File: config.mk
export PLATFORM = sky130hd
export DESIGN_NAME = pre_decoder
export DESIGN_NICKNAME = d
export VERILOG_FILES = /design/src/design/fe_pkg.sv /design/src/design/pre_decoder.sv
export SDC_FILE = /design/constraint.sdc
export NUM_CORES = 1
export LEC_CHECK = 0
export BUFFER_PORTS_ARGS = -buffer_cell sky130_fd_sc_hd__buf_4
export CELL_PAD_IN_SITES_DETAIL_PLACEMENT = 2
export CELL_PAD_IN_SITES_GLOBAL_PLACEMENT = 2
export CORE_UTILIZATION = 31
export DETAILED_ROUTE_END_ITERATION = 8
export PLACE_DENSITY_LB_ADDON = 0.1
export SLEW_MARGIN = 0
export SYNTH_ARGS = -nofsm -noshare
export SYNTH_HDL_FRONTEND = slang
export SYNTH_SLANG_ARGS = --single-unit
File: constraint.sdc
create_clock -name vclk -period 19.87
set_clock_uncertainty 0.15 [all_clocks]
set_input_delay 4.9675 -clock vclk [all_inputs]
set_output_delay 4.9675 -clock vclk [all_outputs]
set_load 0.01 [all_outputs]
File: src/design/fe_pkg.sv
`default_nettype none

package fe_pkg;

    //////////////////////////////////////////////////////////////////////
    // Datapath and memory sizes
    //////////////////////////////////////////////////////////////////////

    localparam int xlen      = 32;
    localparam int mem_words = 256;
    localparam int mem_aw    = 8;

    localparam logic [xlen-1:0] reset_pc = '0;

    // Fetch queue and fetch credit sizing
    localparam int queue_depth   = 4;
    localparam int queue_aw      = $clog2(queue_depth);
    localparam int credit_w      = $clog2(queue_depth + 1);
    localparam int max_in_flight = 2;
    localparam int trk_aw        = $clog2(max_in_flight);

    // Credits granted by decode after reset
    localparam int dn_credits  = 2;
    localparam int dn_credit_w = $clog2(dn_credits + 1);

    //////////////////////////////////////////////////////////////////////
    // Major opcodes, bits 31:26 of the instruction word
    //////////////////////////////////////////////////////////////////////

    localparam int op_w = 6;

    localparam logic [op_w-1:0] op_jirl = 6'h13;
    localparam logic [op_w-1:0] op_b    = 6'h14;
    localparam logic [op_w-1:0] op_bl   = 6'h15;
    localparam logic [op_w-1:0] op_beq  = 6'h16;
    localparam logic [op_w-1:0] op_bne  = 6'h17;
    localparam logic [op_w-1:0] op_blt  = 6'h18;
    localparam logic [op_w-1:0] op_bge  = 6'h19;
    localparam logic [op_w-1:0] op_bltu = 6'h1a;
    localparam logic [op_w-1:0] op_bgeu = 6'h1b;

    //////////////////////////////////////////////////////////////////////
    // Branch type codes seen by decode
    //////////////////////////////////////////////////////////////////////

    localparam int br_type_w = 4;

    localparam logic [br_type_w-1:0] br_none = 4'd0;
    localparam logic [br_type_w-1:0] br_jirl = 4'd3;
    localparam logic [br_type_w-1:0] br_b    = 4'd4;
    localparam logic [br_type_w-1:0] br_bl   = 4'd5;
    localparam logic [br_type_w-1:0] br_beq  = 4'd6;
    localparam logic [br_type_w-1:0] br_bne  = 4'd7;
    localparam logic [br_type_w-1:0] br_blt  = 4'd8;
    localparam logic [br_type_w-1:0] br_bge  = 4'd9;
    localparam logic [br_type_w-1:0] br_bltu = 4'd10;
    localparam logic [br_type_w-1:0] br_bgeu = 4'd11;

endpackage

`default_nettype wire

File: src/design/pre_decoder.sv
`default_nettype none

module pre_decoder (
    input  logic [fe_pkg::xlen-1:0]      pd_inst,
    input  logic [fe_pkg::xlen-1:0]      pd_pc,
    output logic [fe_pkg::br_type_w-1:0] pd_br_type,
    output logic [fe_pkg::xlen-1:0]      pd_pred_pc,
    output logic                         pd_redirect
);
    import fe_pkg::*;

    logic [op_w-1:0] opcode;
    logic [xlen-1:0] imm16;
    logic [xlen-1:0] imm26;
    logic [xlen-1:0] target;
    logic [xlen-1:0] seq_pc;
    logic            is_uncond;
    logic            is_cond;

    assign opcode = pd_inst[31:26];

    //////////////////////////////////////////////////////////////////////
    // Branch classification
    //////////////////////////////////////////////////////////////////////

    always_comb begin
        case (opcode)
            op_beq:  pd_br_type = br_beq;
            op_bne:  pd_br_type = br_bne;
            op_blt:  pd_br_type = br_blt;
            op_bge:  pd_br_type = br_bge;
            op_bltu: pd_br_type = br_bltu;
            op_bgeu: pd_br_type = br_bgeu;
            op_b:    pd_br_type = br_b;
            op_bl:   pd_br_type = br_bl;
            op_jirl: pd_br_type = br_jirl;
            default: pd_br_type = br_none;
        endcase
    end

    assign is_uncond = (pd_br_type == br_b) || (pd_br_type == br_bl);
    assign is_cond   = (pd_br_type >= br_beq) && (pd_br_type <= br_bgeu);

    //////////////////////////////////////////////////////////////////////
    // Offsets and target
    //////////////////////////////////////////////////////////////////////

    // offs16 in bits 25:10
    assign imm16 = {{14{pd_inst[25]}}, pd_inst[25:10], 2'b00};
    // offs26 split, high part in bits 9:0
    assign imm26 = {{4{pd_inst[9]}}, pd_inst[9:0], pd_inst[25:10], 2'b00};

    assign target = pd_pc + (is_uncond ? imm26 : imm16);
    assign seq_pc = pd_pc + xlen'(4);

    // Static rule: b and bl taken, backward conditional taken, jirl fall through
    always_comb begin
        if (is_uncond) begin
            pd_pred_pc = target;
        end else if (is_cond && imm16[xlen-1]) begin
            pd_pred_pc = target;
        end else begin
            pd_pred_pc = seq_pc;
        end
    end

    assign pd_redirect = (pd_pred_pc != seq_pc);

endmodule

`default_nettype wire

After elaboration in Yosys (flattened, before gate mapping)
Memory sizes are Yosys's and may differ from the RTL's.
Cells that the tools add are included.

word-level totals
  register bits = 0
  bits in read-only memories = 128
  bits of input ports = 64
  output and inout bits = 37
  word-level logic and storage cells = 15
  memories kept = 1

operators by class
  add/subtract/negate cells = 2
  magnitude comparators = 2
  equal/unequal tests = 3
  mux-type cells = 4
  reduce and logical (&&, ||, !) cells = 3

memories
  memory            depth  bits a word  read ports  clocked after Yosys merged registers in  wr ports  line               source
  (name not given)  32     4            1           0                                        0         pre_decoder.sv:27  case (opcode)

operators by type and width
  cell                                                                                  number
  32-bit 2-to-1 mux                                                                     3
  32-bit by 3-bit adder with 32-bit output (second input constant)                      1
  32-bit adder                                                                          1
  32-bit != test                                                                        1
  4-bit by 3-bit equality test with 1-bit output (second input constant)                2
  4-bit by 3-bit greater-or-equal comparator with 1-bit output (second input constant)  1
  4-bit less-or-equal comparator (second input constant)                                1
  4-bit 2-to-1 mux                                                                      1
  1-bit logical AND                                                                     2
  1-bit logical OR                                                                      1

Depth between registers and ports, before layout
An unclocked memory read counts as a cell.

  depth in word-level cells = 9
  mapped depth = 17
  mapped depth without buffers = 15

Least setup slack after synthesis
OpenSTA, ideal clock, no wires.

  path type = input to output
  from = input port pd_inst[31] (netlist bit)
  to = output port pd_redirect
  arrival time = 8.178 ns
  required time = 14.753 ns
  slack = 6.574 ns
  stages on the path = 16
  buffers on the path = 1
  path through = nand2b_1 nor3_1 nand2b_1 clkbuf_1 nand2_1 ha_1 a21o_1 nand2b_1 a2111oi_2 nand2_1 a21oi_1 o311ai_1 a21oi_2 xor3_1 a2111oi_2 a21oi_1

between the ends
  cells in the longest elaborated chain, start to end = 8
  elaborated cells between the ends (all ways) = 13
  classes of those cells = 1 x add/sub; 2 x order compare; 3 x eq/ne; 4 x mux; 3 x reduce/logical

RTL lines
  item                                            line               source
  start: declaration                              pre_decoder.sv:4   input logic [fe_pkg::xlen-1:0] pd_inst,
  4-bit 2-to-1 mux (*)                            pre_decoder.sv:27
  4-bit by 3-bit equality test with 1-bit output  pre_decoder.sv:41  assign is_uncond = (pd_br_type == br_b) || (pd_br_type == br_bl);
  1-bit logical OR                                pre_decoder.sv:41
  32-bit 2-to-1 mux                               pre_decoder.sv:53  assign target = pd_pc + (is_uncond ? imm26 : imm16);
  32-bit adder                                    pre_decoder.sv:53
  32-bit 2-to-1 mux                               pre_decoder.sv:60  end else if (is_cond && imm16[xlen-1]) begin
  32-bit 2-to-1 mux (*)                           pre_decoder.sv:58  if (is_uncond) begin
  32-bit != test (*)                              pre_decoder.sv:67  assign pd_redirect = (pd_pred_pc != seq_pc);
  end: declaration                                pre_decoder.sv:8   output logic pd_redirect

Mark *: on every way between the ends. The rest lies on a longest branch, timed or not.

Worst setup path after layout
Same ends and word-level chain as after synthesis.

==> results by group <==
Min path
  – Min-delay worst type: primary input to primary output
  – Min-delay src: pd_pc[0]

STA
  – Setup TNS: 0 ns
  – RSZ-0062 raised after global routing: false
  – Final min period: between 10 and 15 ns
  – Slew HR: 0.262
  – Setup ws final: ~5.2 ns
  – Fmax: 68.0 MHz
  – Setup violations, final: 0
  – Fin crit share: 0.740
  – WHS: 9.79 ns
  – Slew @ Worst Pin: 1.10 ns
  – Max-slew violation total from the final report: 0
  – Final-report hold violation count: 0

Place
  – Dpl ws: 5.10 ns
  – Port Buf Inserts: 97
  – Placed insts: 685
  – Dpl hpwl: approximately 11000 microns
  – Gpl congestion: 0.888

Critical path
  – Bufs and invs on worst path: 2
  – Cell family with most CP delay: simple AND/OR/NAND/NOR gates
  – Slowest cell on crit path: nor3_1
  – CP Launch Point: pd_inst[31]
  – Critical Path AT: 9.59 ns
  – WP data required: 14.75 ns
  – Worst Path Max Fanout: 11
  – CP cell instances: buf_4 > nand2b_1 > nor3_1 > nand2b_1 > nand2_1 > ha_1 > a21o_1 > a21o_1 > a21o_1 > a2111oi_0 > nor3_1 > xnor2_1 > xnor2_1 > a21bo_2 > nor4_1 > a21oi_1 > buf_4
  – Critical Path Source Type: primary input
  – Max stage delay on crit path: 0.84 ns
  – Crit path top cell by count: a21o_1
  – Type of the worst setup path: primary input to primary output
  – Setup crit end kind: primary output

Synth
  – Post-Syn Instances: 470
  – Post-synthesis sequential area ratio: 0
  – Area leader, netlist: ha_1
  – Yosys warns: 0
  – Synth top area cells: ha_1 (12%), xnor2_1 (11%), xor2_1 (10%)
  – Synth cell types: 64
  – Mapped cell area: around 0.0033 sq mm
  – Syn Nets: 566
  – Mapped Avg Cell Area: between 6 and 7 sq um
  – Post-synth top area share: 0.119

Clock network
  – Post-cts resize count: 0
  – Post-CTS Setup Bufs: 0
  – Cts hold-fix bufs: 0

Floorplanning
  – Num ports: 101
  – Total die area: between 0.01 and 0.015 sq mm
  – Core ar.: 0.0103 sq mm
  – Chip width: 105 microns
  – Initial Utilization: 0.318
  – Die Height: 105 microns
  – # rows: 37

GRT
  – GRT overflow: 0
  – Initial antenna violation count: 0
  – Vias in the first global route: 4088
  – GRT Util Overall: 0.235
  – Largest net degree at the start of global routing: 52
  – First-pass GRT wire length: 21000 microns

Route
  – First-pass iteration count of the detailed router: 4
  – Post-Route WL: 12900 microns
  – DR vias/cell: 5.53
  – Via Count: 3789
  – First DRT Iteration DRCs: 76
  – Routed Antenna Nets: 0
  – Remaining DRCs: 0
  – DR WL/cell: 18.9 microns

Cells and area
  – N_diodes: 0
  – Seq_cells: 0
  – Number of fill cells: between 1000 and 1500
  – Final net count: 647
  – Reg area: 0 sq um
  – Non-filler instance count after layout: 685
  – Clock buffer cells: 0
  – Leading cell type in the layout, fill and taps excluded: buf_4
  – Layout cells sized above 1: 0.217
  – Area Overhead vs Synth: 24.0%
  – Commonest non-fill, non-tap cells in the layout: buf_4 (99), nand2_1 (65), a21oi_1 (51), nor2_1 (51), xnor2_1 (41)

Power and ir drop
  – Leakage: 1.79 nW
  – PwrDens: ~36 mW/mm^2
  – Peak supply drop: approximately 0.011 mV

Outcome
  – Status: completed

Run
  – Total of max-cap violations: 0
==> cell type report <==
| type | count | area (sq um) | share of cell area |
|---|---|---|---|
| inverter | 6 | 22.5 | 0.00557 |
| timing repair buffer | 99 | 743 | 0.184 |
| multi-input combinational | 444 | 3110 | 0.769 |
| tap | 136 | 170 | 0.0421 |
==> metrics by stage <==
stage          area [sq um]   util  total power [mW]
3_3_place_gp           4050  0.394             0.140
2_1_floorplan          3260      -            0.0964
6_report               4050  0.394             0.144
5_1_grt                4050  0.394             0.157
3_5_place_dp           4050  0.394             0.144
4_1_cts                4050  0.394             0.145
==> cell families after synthesis <==
logic type	after synthesis	share of synthesized area
adders and majority gates	32	0.125
and+or+nand+nor	195	0.284
muxes	7	0.0261
AOI/OAI and AO/OA	124	0.256
xor gates and xnor gates	86	0.261
buffers and inverters	26	0.0471
==> layer usage <==
layer  part of all wire  vias to the layer above  global-route usage
li1                   -                     1859                   -
met1               0.45                     1847               0.298
met2               0.50                       73               0.441
met3              0.033                       10              0.0156
met4              0.013                        0              0.0282
met5                  0                        -                   0
==> report_power, final <==
part | total [mW] | switching [mW] | internal (mW) | leakage [nW]
combinational | 0.144 | 0.0800 | 0.0639 | 1.79
sequential | 0 | 0 | 0 | 0
clock | 0 | 0 | 0 | 0
total | 0.144 | 0.0800 | 0.0639 | 1.79
==> cell usage after synthesis (8+ instances only) <==
cell	instances
nand2_1	65
a21oi_1	51
nor2_1	51
xnor2_1	41
xor2_1	38
ha_1	31
o21ai_0	19
nand3_1	16
nand4_1	13
and3_1	11
nor3_1	11
a21o_1	8
clkbuf_1	8
==> path summary, 6_finish.rpt <==
path	cells past startpoint	slack (ns)	endpoint
worst min-delay path	0	9.79	pd_pred_pc[0]
worst max-delay path	17	5.16	pd_redirect
Note: power is estimated with default switching activity, not from simulation.
