File: src/design/fe_pkg.sv
`default_nettype none

package fe_pkg;

    //////////////////////////////////////////////////////////////////////
    // Datapath and memory sizes
    //////////////////////////////////////////////////////////////////////

    localparam int xlen      = 32;
    localparam int mem_words = 256;
    localparam int mem_aw    = 8;

    localparam logic [xlen-1:0] reset_pc = '0;

    // Fetch queue and fetch credit sizing
    localparam int queue_depth   = 4;
    localparam int queue_aw      = $clog2(queue_depth);
    localparam int credit_w      = $clog2(queue_depth + 1);
    localparam int max_in_flight = 2;
    localparam int trk_aw        = $clog2(max_in_flight);

    // Credits granted by decode after reset
    localparam int dn_credits  = 2;
    localparam int dn_credit_w = $clog2(dn_credits + 1);

    //////////////////////////////////////////////////////////////////////
    // Major opcodes, bits 31:26 of the instruction word
    //////////////////////////////////////////////////////////////////////

    localparam int op_w = 6;

    localparam logic [op_w-1:0] op_jirl = 6'h13;
    localparam logic [op_w-1:0] op_b    = 6'h14;
    localparam logic [op_w-1:0] op_bl   = 6'h15;
    localparam logic [op_w-1:0] op_beq  = 6'h16;
    localparam logic [op_w-1:0] op_bne  = 6'h17;
    localparam logic [op_w-1:0] op_blt  = 6'h18;
    localparam logic [op_w-1:0] op_bge  = 6'h19;
    localparam logic [op_w-1:0] op_bltu = 6'h1a;
    localparam logic [op_w-1:0] op_bgeu = 6'h1b;

    //////////////////////////////////////////////////////////////////////
    // Branch type codes seen by decode
    //////////////////////////////////////////////////////////////////////

    localparam int br_type_w = 4;

    localparam logic [br_type_w-1:0] br_none = 4'd0;
    localparam logic [br_type_w-1:0] br_jirl = 4'd3;
    localparam logic [br_type_w-1:0] br_b    = 4'd4;
    localparam logic [br_type_w-1:0] br_bl   = 4'd5;
    localparam logic [br_type_w-1:0] br_beq  = 4'd6;
    localparam logic [br_type_w-1:0] br_bne  = 4'd7;
    localparam logic [br_type_w-1:0] br_blt  = 4'd8;
    localparam logic [br_type_w-1:0] br_bge  = 4'd9;
    localparam logic [br_type_w-1:0] br_bltu = 4'd10;
    localparam logic [br_type_w-1:0] br_bgeu = 4'd11;

endpackage

`default_nettype wire

File: src/design/fetch_queue.sv
`default_nettype none

module fetch_queue (
    input  logic                         clk,
    input  logic                         rst,
    // From the fetch unit
    input  logic                         q_push,
    input  logic [fe_pkg::xlen-1:0]      q_inst,
    input  logic [fe_pkg::xlen-1:0]      q_pc,
    input  logic [fe_pkg::br_type_w-1:0] q_br_type,
    input  logic [fe_pkg::xlen-1:0]      q_pred_pc,
    output logic                         q_credit,
    input  logic                         flush,
    // Toward decode
    output logic                         out_valid,
    output logic [fe_pkg::xlen-1:0]      out_inst,
    output logic [fe_pkg::xlen-1:0]      out_pc,
    output logic [fe_pkg::br_type_w-1:0] out_br_type,
    output logic [fe_pkg::xlen-1:0]      out_pred_pc,
    input  logic                         dn_credit
);
    import fe_pkg::*;

    logic [xlen-1:0]      inst_q    [queue_depth];
    logic [xlen-1:0]      pc_q      [queue_depth];
    logic [br_type_w-1:0] br_type_q [queue_depth];
    logic [xlen-1:0]      pred_q    [queue_depth];

    logic [queue_aw-1:0]    wr_ptr;
    logic [queue_aw-1:0]    rd_ptr;
    logic [queue_aw:0]      count;
    logic [queue_aw:0]      refund;
    logic [dn_credit_w-1:0] dn_cnt;
    logic                   send;
    logic                   refund_pulse;

    // Nothing leaves in the cycle of a flush
    assign out_valid = (count != '0) && (dn_cnt != '0) && !flush;
    assign send      = out_valid;

    assign out_inst    = inst_q[rd_ptr];
    assign out_pc      = pc_q[rd_ptr];
    assign out_br_type = br_type_q[rd_ptr];
    assign out_pred_pc = pred_q[rd_ptr];

    // Flushed entries give their credit back one per cycle when no send does
    assign refund_pulse = (refund != '0) && !send;
    assign q_credit     = send || (refund != '0);

    always_ff @(posedge clk) begin
        if (rst) begin
            wr_ptr <= '0;
            rd_ptr <= '0;
            count  <= '0;
            refund <= '0;
            dn_cnt <= dn_credit_w'(dn_credits);
        end else begin
            dn_cnt <= dn_cnt - dn_credit_w'(send) + dn_credit_w'(dn_credit);
            refund <= refund - (queue_aw+1)'(refund_pulse) + (flush ? count : '0);
            if (flush) begin
                wr_ptr <= '0;
                rd_ptr <= '0;
                count  <= '0;
            end else begin
                if (q_push) begin
                    wr_ptr <= wr_ptr + queue_aw'(1);
                end
                if (send) begin
                    rd_ptr <= rd_ptr + queue_aw'(1);
                end
                count <= count + (queue_aw+1)'(q_push) - (queue_aw+1)'(send);
            end
        end
    end

    // Payload storage
    always_ff @(posedge clk) begin
        if (q_push) begin
            inst_q[wr_ptr]    <= q_inst;
            pc_q[wr_ptr]      <= q_pc;
            br_type_q[wr_ptr] <= q_br_type;
            pred_q[wr_ptr]    <= q_pred_pc;
        end
    end

endmodule

`default_nettype wire

File: config.mk
export PLATFORM = sky130hd
export DESIGN_NAME = fetch_queue
export DESIGN_NICKNAME = d
export VERILOG_FILES = /design/src/design/fe_pkg.sv /design/src/design/fetch_queue.sv
export SDC_FILE = /design/constraint.sdc
export NUM_CORES = 1
export LEC_CHECK = 0
export BUFFER_PORTS_ARGS = -buffer_cell sky130_fd_sc_hd__buf_2
export CAP_MARGIN = 5
export CELL_PAD_IN_SITES_DETAIL_PLACEMENT = 1
export CELL_PAD_IN_SITES_GLOBAL_PLACEMENT = 1
export CORE_MARGIN = 2
export CORE_UTILIZATION = 40
export DETAILED_ROUTE_END_ITERATION = 8
export HOLD_SLACK_MARGIN = 0.06
export PLACE_DENSITY_LB_ADDON = 0.15
export SETUP_SLACK_MARGIN = 0.15
export SYNTH_ARGS = -nofsm -noshare
export SYNTH_HDL_FRONTEND = slang
export SYNTH_SLANG_ARGS = --single-unit
File: constraint.sdc
create_clock -name clk -period 4.2 [get_ports clk]
set_input_delay 0.21 -clock clk [delete_from_list [all_inputs] [get_ports clk]]
set_output_delay 0.21 -clock clk [all_outputs]
set_load 0.05 [all_outputs]
; Yosys cells after proc, flatten, opt, wreduce, memory -nomap -nowiden
; Memory sizes are Yosys's and may differ from the RTL's. A register that Yosys moved wholly into a read port is not among the register bits.
; Index checks and enable logic that the tools add are counted.
[word_totals]
register_bits = 12
mem_bits_rw = 400
output_inout_bits = 102
mem_count = 4
[memory_table]
columns = name, depth, word_bits, rd, rd_ports_with_merged_regs, write_ports, line_no
row1 = inst_q, 4, 32, 1, 1, 1, fetch_queue.sv:24  ; logic [xlen-1:0] inst_q [queue_depth];
row2 = pc_q, 4, 32, 1, 1, 1, fetch_queue.sv:25  ; logic [xlen-1:0] pc_q [queue_depth];
row3 = pred_q, 4, 32, 1, 1, 1, fetch_queue.sv:27  ; logic [xlen-1:0] pred_q [queue_depth];
row4 = br_type_q, 4, 4, 1, 1, 1, fetch_queue.sv:26  ; logic [br_type_w-1:0] br_type_q [queue_depth];
[op_classes]
n_addsub = 8
mux = 11
reduce_logical = 10
[ops]
columns = operator, n
row1 = 2-bit two-way mux, 8
row2 = 3-bit nonzero test, 2
row3 = 3-bit by 1-bit subtractor with 3-bit output, 2
row4 = "2-bit by 1-bit adder with 2-bit output, second input constant", 2
row5 = 3-bit by 1-bit adder with 3-bit output, 1
row6 = 3-bit adder, 1
row7 = 1-bit logical AND, 3
row8 = 3-bit two-way mux, 1
row9 = 2-bit by 1-bit adder with 2-bit output, 1
row10 = 1-bit logical NOT, 2
row11 = 1-bit two-way mux, 2
row12 = 2-bit nonzero test, 1
row13 = 2-bit OR reduction, 1
row14 = 2-bit by 1-bit subtractor with 2-bit output, 1
row15 = 1-bit logical OR, 1

; Logic depth before layout (Yosys ltp)
[depth]
word_depth = 7
mapped_depth = 11
ltp_nobuf = 11

; Worst setup path after synthesis
; OpenSTA, ideal clock, no wires.
[synth_timing]
path_kind = reg2reg
start = reg wr_ptr[0]
end = mem br_type_q[0][0] (enable)
arrival_time_ns = 2.854
required_ns = 3.730
setup_slack_ns = 0.877
path_stages_with_launch = 4
path_buffers = 0
synth_period_minus_slack_ns = 3.323
path_cell_list = dfxtp_1 > inv_1 > ha_1 > and2_1
[synth_rtl]
columns = element, line_no
row1 = start: declaration, fetch_queue.sv:29  ; logic [queue_aw-1:0] wr_ptr;
row2 = start signal: assignment, fetch_queue.sv:66  ; wr_ptr <= wr_ptr + queue_aw'(1);
row3 = end: declaration, fetch_queue.sv:26
; No word-level cell before the write port.

; Worst setup path in the final report
[layout_timing]
start = reg count[1]
end = reg count[2]
[layout_via]
elab_chain_len = 4
[layout_lines]
columns = element, line_no
row1 = start: declaration, fetch_queue.sv:31  ; logic [queue_aw:0] count;
row2 = start signal: assignment, fetch_queue.sv:71  ; count <= count + (queue_aw+1)'(q_push) - (queue_aw+1)'(send);
row3 = branches (longest 3 deep; another with 3-bit by 1-bit adder with 3-bit output), --
row4 = 3-bit by 1-bit subtractor with 3-bit output *, fetch_queue.sv:71
; Every way passes the cells marked *.
; A chain may end at the register's enable or synchronous reset.

==> run metrics <==
commonest cells in the synthesized netlist edfxtp_1, mux4_2, dfxtp_1, ha_1, inv_1; number of max-capacitance violations reported 0; overall overflow remaining after global route 0; area enclosed by the die boundary 39800 um2; headroom to the max-slew limit 51.3%; CP Class reg -> reg; share of async-settable or async-resettable flops after synthesis 0%; maximum ir drop on the vdd rail 0.000343 V; crit path max-delay cell type dlygate4sd3_1; TritonCTS clock tree done; final hold violation count 0; R2R Setup Slk 1.26 ns; RSZ-0062 raised after global routing no; Sink Count 414; Final Critical Period 2.94 ns; dominant delay contributor by cell family on the critical path adder cells; Area Growth Syn to Fin 26.4%; number of design-rule violations left by the first detailed-router iteration 365; final-report setup violation count 0; Layout Nets 1062; most numerous cell in the Yosys netlist edfxtp_1; met2 Usage GRT 29.2%; number of cells produced by synthesis 602; Worst Hold Launch q_push; post-CTS setup buffers 0; Achievable Freq 340 MHz; result of the run finished, final reports clean; worst-case hold slack 0.118 ns; Antenna Nets Post-Route 0; number of optimization iterations in the first detailed-route pass 6; floorplan die width 200 um; hold crit path type in -> reg; Tightest Pin Transition 0.730 ns; final instance area 19300 um2; r2r startpoint count[1]; global-route met3 utilization 3.49%; Core Area 37700 um2; average footprint of a synthesized cell 25.4 um2; placed cell areas 16800 um2; sequential-to-total area share from yosys stat 80.3%; kind of start point of the critical path flip-flop; Port Buffers 206; Primary FF master, synth edfxtp_1; IO Count 207; Pwr Total 9680 uW; vias in the first global route 8322; layout cell share with drive strength beyond 1 39.0%; mean routed wirelength per cell 21.8 um; remaining design rule violation count 0; final slew viol count 0; maximum level of the CTS H-tree 2; synthesized netlist net count 720; leakage dissipation 0.00654 uW; capture endpoint of the worst hold path wr_ptr[1]; antenna violations before repair 1; Root Driver clkbuf_16; largest clock skew in the final design 0.0159 ns; number of flip-flops and latches in the synthesized netlist 414; clock buffers created by TritonCTS 44; maximum fanout along the worst path 7; CP max stage delay 0.56 ns; cell area after synthesis 15300 um2; cell types occupying the most area after synthesis edfxtp_1, mux4_2, dfxtp_1; cell depth of the worst hold path 3; maximum clock insertion buffer count 3; pwr/cell area 500 nW/um2; reg-to-reg critical path endpoint count[2]; endpoint class of the critical path flip-flop; GR Util All Layers 16.7%; Yosys top cell by area edfxtp_1; post-layout util 51.4%; library cells used by synthesis 25; number of enable-type register cells in the synthesized netlist 400; Reg clk slew, reported paths 0.06 ns; area share of the largest cell type after synthesis 78.5%; wire length of the first global-routing pass 49.2 mm; largest net degree at the start of global routing 101; ordered list of cells on the worst path nor3_1, nor3_2, ha_1, inv_1, ha_1, fa_1, xnor2_1, xnor2_1, nor3_1, dlygate4sd3_1; R2R cell count 10; final cycle utilization of the critical path 70.1%; clock insertion delay at the later pin of the skew report 0.56 ns; Arr. time, crit path 3.37 ns; initial core utilization 40.6%; row count 71; global placer's final weighted congestion 0.720; synth warn 0; required arrival time at the worst endpoint 4.63 ns; total via count in the routed design 7288; most utilized layer in the global route result met2; Die Height 200 um; final total negative setup slack 0 ns; Buffers & Inverters on Critical Path 2; routing usage on met1 20.9%; routed via count divided by cell count 4.88; routed wire length 32.5 mm; estimated wirelength of the detail-placed design 19.1 mm
-- how the worst max path moves through the flow --
stage,from,endpoint,cells after the start
2_1_floorplan,wr_ptr[0],br_type_q[0][0],3
3_3_place_gp,count[1],refund[2],11
3_5_place_dp,count[1],refund[2],11
4_1_cts,count[1],count[2],10
5_1_grt,count[1],count[2],10
6_report,count[1],count[2],10
-- sequential cells by signal, indices dropped and copies added, names as in the netlist, named ones only --
| register | flops |
|---|---|
| br_type_q | 16 |
| count | 3 |
| dn_cnt | 2 |
| inst_q | 128 |
| pc_q | 128 |
| pred_q | 128 |
| rd_ptr | 2 |
| refund | 3 |
| wr_ptr | 2 |
-- where the power goes --
part           leakage [uW]  internal, uW  switching (uW)
clock              0.000699          2320            1520
sequential          0.00379          4660            48.2
combinational       0.00205           405             717
total               0.00654          7390            2290
-- cells in the final DEF, fill, tap and decap left out, types with 3 or more instances in the layout --
cell type,instances
buf_4,4
mux2i_1,3
mux4_2,100
edfxtp_1,400
buf_2,206
dlygate4sd3_1,105
clkbuf_1,15
clkinv_1,6
bufinv_16,5
buf_12,5
clkbuf_16,46
nor3_1,5
nor2_1,5
and2_4,4
xnor2_1,4
inv_1,11
nand2_1,4
dfxtp_1,12
ha_1,11
clkinv_2,7
-- worst min-delay path, delay by kind of cell --
family	cells	cell delay [ns]
buf+inv	1	0.16
mux	1	0.17
simple gates	1	0.07
-- metal layers --
metal	vias up	share of wire (%)	wire length, um
met5	-	0	0
met4	0	1.9	622
met3	44	5.4	1750
met2	181	53	17200
met1	3828	40	12900
li1	3235	-	-
-- repair_timing --
item / CTS / global route
hold endpoints to repair: 408 / 0
resized for setup: 0 / 0
hold buffers: 105 / 0
-- final cells by class --
type	count	area, um2
tap	511	639
sequential	414	12300
timing repair buffer	320	2210
inverter	11	41.3
antenna	2	5.00
clock inverter	20	231
clock buffer	61	1210
multi-input combinational	153	2710
fill	3424	18300
-- metrics by stage --
step | cells | setup slack (ns)
2_1_floorplan | 602 | 0.877
3_3_place_gp | 1304 | 1.71
3_5_place_dp | 1304 | 1.60
4_1_cts | 1490 | 1.22
5_1_grt | 1491 | 1.05
6_report | 1492 | 1.26
-- kinds of logic (layout without fill, tap and decap cells) --
kind of cell	after synthesis	in the layout	synth area share [%]
simple gates	27	27	0.940
buf+inv	35	412	2.05
compound gates	3	3	0.114
fa+ha+maj	13	13	1.16
xor+xnor	7	7	0.491
flops	414	414	80.3
mux	103	103	14.9
other cells	0	2	0
No activity file was read; power rests on OpenSTA's default activity.
