===== config.mk =====
export PLATFORM = sky130hd
export DESIGN_NAME = imem_arbiter
export DESIGN_NICKNAME = d
export VERILOG_FILES = /design/src/design/fe_pkg.sv /design/src/design/imem_arbiter.sv
export SDC_FILE = /design/constraint.sdc
export NUM_CORES = 1
export LEC_CHECK = 0
export ABC_AREA = 0
export BUFFER_PORTS_ARGS = -buffer_cell sky130_fd_sc_hd__buf_2
export CAP_MARGIN = 20
export CORE_AREA = 3 3 79 81
export CTS_BUF_LIST = sky130_fd_sc_hd__clkbuf_16
export CTS_CLUSTER_DIAMETER = 50
export DETAILED_ROUTE_END_ITERATION = 6
export DIE_AREA = 0 0 82 84
export GPL_TIMING_DRIVEN = 0
export PLACE_DENSITY = 0.6
export SKIP_CTS_REPAIR_TIMING = 1
export SLEW_MARGIN = 10
export SYNTH_ARGS = -nofsm -noshare
export SYNTH_HDL_FRONTEND = slang
export SYNTH_SLANG_ARGS = --single-unit

===== constraint.sdc =====
create_clock -name clk -period 0.8 [get_ports clk]
set_clock_uncertainty 0.1 [all_clocks]
set_input_delay 0.12 -clock clk [delete_from_list [all_inputs] [get_ports clk]]
set_output_delay 0.12 -clock clk [all_outputs]
set_load 0.01 [all_outputs]

===== src/design/fe_pkg.sv =====
`default_nettype none

package fe_pkg;

    //////////////////////////////////////////////////////////////////////
    // Datapath and memory sizes
    //////////////////////////////////////////////////////////////////////

    localparam int xlen      = 32;
    localparam int mem_words = 256;
    localparam int mem_aw    = 8;

    localparam logic [xlen-1:0] reset_pc = '0;

    // Fetch queue and fetch credit sizing
    localparam int queue_depth   = 4;
    localparam int queue_aw      = $clog2(queue_depth);
    localparam int credit_w      = $clog2(queue_depth + 1);
    localparam int max_in_flight = 2;
    localparam int trk_aw        = $clog2(max_in_flight);

    // Credits granted by decode after reset
    localparam int dn_credits  = 2;
    localparam int dn_credit_w = $clog2(dn_credits + 1);

    //////////////////////////////////////////////////////////////////////
    // Major opcodes, bits 31:26 of the instruction word
    //////////////////////////////////////////////////////////////////////

    localparam int op_w = 6;

    localparam logic [op_w-1:0] op_jirl = 6'h13;
    localparam logic [op_w-1:0] op_b    = 6'h14;
    localparam logic [op_w-1:0] op_bl   = 6'h15;
    localparam logic [op_w-1:0] op_beq  = 6'h16;
    localparam logic [op_w-1:0] op_bne  = 6'h17;
    localparam logic [op_w-1:0] op_blt  = 6'h18;
    localparam logic [op_w-1:0] op_bge  = 6'h19;
    localparam logic [op_w-1:0] op_bltu = 6'h1a;
    localparam logic [op_w-1:0] op_bgeu = 6'h1b;

    //////////////////////////////////////////////////////////////////////
    // Branch type codes seen by decode
    //////////////////////////////////////////////////////////////////////

    localparam int br_type_w = 4;

    localparam logic [br_type_w-1:0] br_none = 4'd0;
    localparam logic [br_type_w-1:0] br_jirl = 4'd3;
    localparam logic [br_type_w-1:0] br_b    = 4'd4;
    localparam logic [br_type_w-1:0] br_bl   = 4'd5;
    localparam logic [br_type_w-1:0] br_beq  = 4'd6;
    localparam logic [br_type_w-1:0] br_bne  = 4'd7;
    localparam logic [br_type_w-1:0] br_blt  = 4'd8;
    localparam logic [br_type_w-1:0] br_bge  = 4'd9;
    localparam logic [br_type_w-1:0] br_bltu = 4'd10;
    localparam logic [br_type_w-1:0] br_bgeu = 4'd11;

endpackage

`default_nettype wire


===== src/design/imem_arbiter.sv =====
`default_nettype none

module imem_arbiter (
    input  logic                      clk,
    input  logic                      rst,
    // Loader, write only
    input  logic                      ld_req,
    input  logic [fe_pkg::xlen-1:0]   ld_addr,
    input  logic [fe_pkg::xlen-1:0]   ld_data,
    // Fetch unit, read only
    input  logic                      f_req,
    input  logic [fe_pkg::xlen-1:0]   f_addr,
    output logic                      f_gnt,
    output logic                      f_rvalid,
    output logic [fe_pkg::xlen-1:0]   f_rdata,
    // Memory port
    output logic                      mem_en,
    output logic                      mem_we,
    output logic [fe_pkg::mem_aw-1:0] mem_addr,
    output logic [fe_pkg::xlen-1:0]   mem_wdata,
    input  logic [fe_pkg::xlen-1:0]   mem_rdata
);
    import fe_pkg::*;

    logic rd_fetch;

    // Loader always wins the port
    assign f_gnt = f_req & ~ld_req;

    assign mem_en    = ld_req | f_req;
    assign mem_we    = ld_req;
    // Byte addresses in, word addresses out
    assign mem_addr  = ld_req ? ld_addr[mem_aw+1:2] : f_addr[mem_aw+1:2];
    assign mem_wdata = ld_data;

    // Marks that the word on mem_rdata belongs to the fetch unit
    always_ff @(posedge clk) begin
        if (rst) begin
            rd_fetch <= 1'b0;
        end else begin
            rd_fetch <= f_gnt;
        end
    end

    assign f_rvalid = rd_fetch;
    assign f_rdata  = mem_rdata;

endmodule

`default_nettype wire


# Yosys cells after proc, flatten, opt, wreduce, memory -nomap -nowiden

Cells that the tools add are included.

Register bits after elaboration: 1
Input bits: 132
Word-level logic and storage cells: 5

Mux-type cells: 1
Bitwise operators: 3

Operator list:

| cell        | number |
|---|---|
| $mux 8      | 1 |
| $and 1x1->1 | 1 |
| $not 1->1   | 1 |
| $or 1x1->1  | 1 |

# Logic depth before layout (Yosys ltp)

Gate-level depths: netlist of run 1.

Depth in word-level cells: 2
Depth in mapped cells: 2
Depth with buffers taken out: 1

# Worst setup path before layout of run 1

No wires, ideal clock.

Path type: input to output
Start: input ld_req
End: output mem_addr[0] (netlist name)
Arrival: 0.562 ns
Slack: 0.018 ns
Cell stages on the path: 2
Path buffers: 1
Cells stage by stage: buf_6 mux2_4

Word-level cells in the longest chain between the ends: 1

RTL lines:

| what            | line               | source |
|---|---|---|
| start, declared | imem_arbiter.sv:7  | `input logic ld_req,` |
| $mux 8          | imem_arbiter.sv:33 | `assign mem_addr = ld_req ? ld_addr[mem_aw+1:2] : f_addr[mem_aw+1:2];` |
| end, declared   | imem_arbiter.sv:19 | `output logic [fe_pkg::mem_aw-1:0] mem_addr,` |

Every way passes these cells.

# Final worst setup path of run 1

Start: input ld_req
End: output mem_addr[1] (netlist name)

Same word-level chain as after synthesis.

==> results of run 1 <==
Yosys cell counts:
library cell / instances / share of area
buf_4: 65 / 0.74
mux2_4: 7 / 0.16
and2b_2: 1 / 0.013
buf_6: 1 / 0.017
dfxtp_1: 1 / 0.030
mux2_2: 1 / 0.017
nor3b_1: 1 / 0.011
or2_1: 1 / 0.0095
cell families (layout without fill, tap and decap cells):
| family | count (synthesis) | count (layout) | share of synthesized area |
|---|---|---|---|
| simple gates | 3 | 3 | 0.0342 |
| mux | 8 | 8 | 0.177 |
| flops | 1 | 1 | 0.0304 |
| buf+inv | 66 | 162 | 0.759 |
power by group:
group | switching, mW | internal (mW) | total [mW]
logic | 0.262 | 0.482 | 0.744
registers | 0.000418 | 0.0529 | 0.0533
clock network | 0 | 0 | 0
total | 0.263 | 0.535 | 0.797
how the worst min path moves through the flow:
| stage | from | endpoint | slack, ps | cells after the start |
|---|---|---|---|---|
| finish | rst | f_rvalid | 190 | 2 |
| floorplan | rst | f_rvalid | 100 | 1 |
| global placement | rst | f_rvalid | 190 | 2 |
| CTS | rst | f_rvalid | 190 | 2 |
| detailed placement | rst | f_rvalid | 190 | 2 |
| global route | rst | f_rvalid | 190 | 2 |
critical path, cell delays in order:
cell and delay (ps):
buf_12 110, clkbuf_16 150, mux2_4 300, buf_6 120
metal layers:
metal	vias up	GRT usage	routed length, um	part of all wire
met1	296	0.0231	465	0.21
met2	90	0.101	1260	0.58
met5	-	0	0	0
li1	369	-	-	-
met3	0	0.00432	438	0.20
met4	0	0	0	0
cells in the final DEF, fill, tap and decap left out:
master,Yosys,routed
and2b_2,1,1
buf_6,1,9
or2_1,1,1
buf_2,0,85
mux2_4,7,8
buf_12,0,1
nor3b_1,1,1
clkbuf_16,0,1
dfxtp_1,1,1
buf_8,0,1
buf_4,65,65
per-stage QoR:
stage / TNS, ps / hold slack (ps) / cells / cell area [um^2] / setup WS, ps
floorplan: 0 / 95.8 / 78 / 658 / 18.2
global placement: -2270 / 188 / 245 / 1220 / -273
detailed placement: -2290 / 190 / 245 / 1220 / -276
CTS: -2300 / 191 / 245 / 1220 / -276
global route: -1820 / 194 / 246 / 1330 / -221
finish: -1710 / 188 / 246 / 1330 / -213
area by class of cell:
cell class              count  area, um^2  share of cell area
repair buffers             96         572               0.431
plain buffers              66         503               0.379
flip-flops and latches      1        20.0              0.0151
multi-input cells          11         143               0.107
well taps                  72        90.1              0.0679
==> key figures, run 1 <==
Run status
  – Status: complete, but fails checks
  – Failing checks: setup timing

Pwr
  – Total Power: 797 uW
  – Power Dens Cells: 601 mW/mm^2
  – VDD IR max: 0.196 mV
  – P_leak: 0.813 nW

Worst setup path
  – Setup crit end kind: primary output
  – CP Launch Type: input pin
  – Critical-path maximum fanout: 5
  – Crit path kind: in -> out
  – Required @ worst endpoint: 580 ps
  – Crit path to: mem_addr[1]
  – Critical Path AT: 790 ps
  – CP startpoint: ld_req

Die
  – Initial core utilization: 0.119
  – Core area: 0.00554 mm^2
  – Die height: 84 um
  – Site Rows: 27
  – DIE WIDTH: 82 um
  – I/O pin total: 208
  – Die ar.: 0.00689 mm^2

Routing
  – Wirelength per Cell: 8.81 um
  – DRC: 0
  – DR iter-0 viols: 4
  – DR vias/cell: 3.07
  – Drt total wl: 2170 um
  – TritonRoute pass-1 iters: 2
  – Final antenna-violating net count: 0
  – Vias post-DR: 755

Hold path
  – Type of the worst min-delay path: in -> reg

Layout
  – Diode count: 0
  – Area grow syn2layout: 102%
  – Max reg flops: 1
  – Layout cells sized above 1: 0.983
  – Final Util: 0.240
  – Fill cells: 590
  – Final #Nets: 308

Timing
  – Final worst path period need: 1010 ps
  – Final WS setup: -213 ps
  – Peak Freq: 987 MHz
  – RSZ-0062 raised after global routing: yes
  – Slew @ Worst Pin: 134 ps
  – Slew margin rel.: 0.910
  – Final Max Tran Viols: 0
  – Endpoints failing hold: 0
  – Tcrit/Tclk final: 1.27
  – Final setup violation count: 10

Global route
  – First-pass GRT wire length: 2280 um
  – Gr ovfl total: 0
  – Initial antenna violation count: 0
  – Tot GR Track Use: 0.0385
  – Largest net degree at the start of global routing: 11
  – Vias in the first global route: 578

Synthesis
  – Synth Area per Inst: 8.44 um^2
  – Seq/Total Area, Yosys: 0.0304
  – Synth Warn #: 0
  – Synthesized flop and latch total: 1
  – Mapped Nets: 210
  – Distinct cells, synth: 8
  – Post-Syn Area: 658 um^2
  – Gate Count Post-Synth: 78

Placement
  – Routability cong.: 0.709
  – Detailed Place HPWL: 1940 um
  – Number of port buffers: 95

Clock network
  – Clk slew on worst S/H paths: 0 ps

Flow run
  – Max Cap Viol: 0
Power figures use the tool's default switching activity.
==> run 2, diff against run 1 <==
--- a/config.mk
+++ b/config.mk
@@ -8,13 +8,15 @@
 export ABC_AREA = 0
 export BUFFER_PORTS_ARGS = -buffer_cell sky130_fd_sc_hd__buf_2
 export CAP_MARGIN = 20
-export CORE_AREA = 3 3 79 81
+export CELL_PAD_IN_SITES_DETAIL_PLACEMENT = 1
+export CELL_PAD_IN_SITES_GLOBAL_PLACEMENT = 1
+export CORE_MARGIN = 3
+export CORE_UTILIZATION = 10
 export CTS_BUF_LIST = sky130_fd_sc_hd__clkbuf_16
 export CTS_CLUSTER_DIAMETER = 50
 export DETAILED_ROUTE_END_ITERATION = 6
-export DIE_AREA = 0 0 82 84
 export GPL_TIMING_DRIVEN = 0
-export PLACE_DENSITY = 0.6
+export PLACE_DENSITY = 0.95
 export SKIP_CTS_REPAIR_TIMING = 1
 export SLEW_MARGIN = 10
 export SYNTH_ARGS = -nofsm -noshare
==> key figures, run 2 (synthesis gave the netlist of run 1 again) <==
Run status
  – Status: complete, but fails checks
  – Failing checks: setup timing

Worst setup path
  – CP max-delay cell: mux2_4
  – Critical-path maximum fanout: 5
  – Critical Path AT: 790 ps
  – Worst path max stage delay: 300 ps
  – CP Launch Type: input pin
  – Worst path cell trace: buf_12 > clkbuf_16 > mux2_4 > buf_6
  – Crit path kind: in -> out
  – Setup crit end kind: primary output
  – Required @ worst endpoint: 580 ps

Die
  – Core area: 0.00613 mm^2
  – Die ar.: 0.00759 mm^2
  – Site Rows: 28
  – I/O pin total: 208
  – DIE WIDTH: 87.1 um
  – Die height: 87.1 um
  – Initial core utilization: 0.107

Timing
  – Endpoints failing hold: 0
  – Final setup violation count: 10
  – Slew margin rel.: 0.890
  – RSZ-0062 raised after global routing: yes
  – Final WS setup: -214 ps
  – Final worst path period need: 1010 ps
  – Final Max Tran Viols: 0
  – Slew @ Worst Pin: 164 ps
  – Peak Freq: 986 MHz
  – Tcrit/Tclk final: 1.27

Global route
  – Gr ovfl total: 0
  – Initial antenna violation count: 0
  – Vias in the first global route: 793
  – Largest net degree at the start of global routing: 11
  – First-pass GRT wire length: 3240 um
  – Tot GR Track Use: 0.0507

Layout
  – Most common cell after layout, fill and taps aside: buf_2
  – Layout cells sized above 1: 0.983
  – Area grow syn2layout: 102%
  – Final std cells w/o fill: 249
  – Final #Nets: 308
  – Most frequent cells in the layout: buf_2 (85), buf_4 (65), buf_6 (9)
  – Diode count: 0
  – Max reg flops: 1
  – Design area: 0.00133 mm^2

Routing
  – Drt total wl: 2750 um
  – DR vias/cell: 3.27
  – Wirelength per Cell: 11.0 um
  – TritonRoute pass-1 iters: 2
  – Final antenna-violating net count: 0
  – DR iter-0 viols: 1
  – Vias post-DR: 814
  – DRC: 0

Hold path
  – Type of the worst min-delay path: in -> reg

Placement
  – Placed Cells: 248
  – Number of port buffers: 95
  – Routability cong.: 0.663
  – Area after DPL: 0.00123 mm^2
  – Detailed Place HPWL: 2550 um

Clock network
  – Clk slew on worst S/H paths: 0 ps

Pwr
  – VDD IR max: 0.266 mV
  – P_leak: 0.809 nW
  – Power Dens Cells: 606 mW/mm^2
  – Total Power: 804 uW

Flow run
  – Max Cap Viol: 0
[run 2: cell count changes in the layout (fill, tap and decap cells not counted)]
cell,before,now
mux2_2,0,1
mux2_4,8,7
[run 2: final cells by class]
type,count,area (um^2)
fillers,759,4800
repair buffers,96,572
plain buffers,66,503
multi-input cells,11,139
well taps,75,93.8
flip-flops and latches,1,20.0
[run 2: critical path, delay by kind of cell]
family	cells	cell delay, ps
buffers and inverters	3	370
multiplexers	1	300
[run 2: metal layers]
metal  vias to the layer above  share of wire  routed length, um  GRT usage
met5                         -              0                  0          0
met1                       360           0.17                470     0.0264
met2                        85           0.65               1780      0.141
met3                         0           0.18                500    0.00946
li1                        369              -                  -          -
met4                         0              0                  0          0
[run 2: power by group]
part | internal [mW] | switching (mW) | leakage [nW]
clock | 0 | 0 | 0
sequential | 0.0529 | 0.000503 | 0.00822
combinational | 0.480 | 0.271 | 0.800
total | 0.533 | 0.271 | 0.809
[run 2: through the flow]
stage               hold WS, ps  TNS (ps)  setup slack (ps)  utilization
finish                      188     -1730              -214        0.217
global route                205     -1850              -225        0.217
CTS                         190     -2630              -298        0.200
detailed placement          189     -2620              -297        0.200
global placement            181     -2530              -291        0.200
floorplan                  95.8         0              18.2            -
[run 2: worst paths after layout]
kind	from	to	slack, ps	depth (start not counted)
setup / recovery	ld_req	mem_addr[4]	-210	4
hold / removal	rst	f_rvalid	190	2
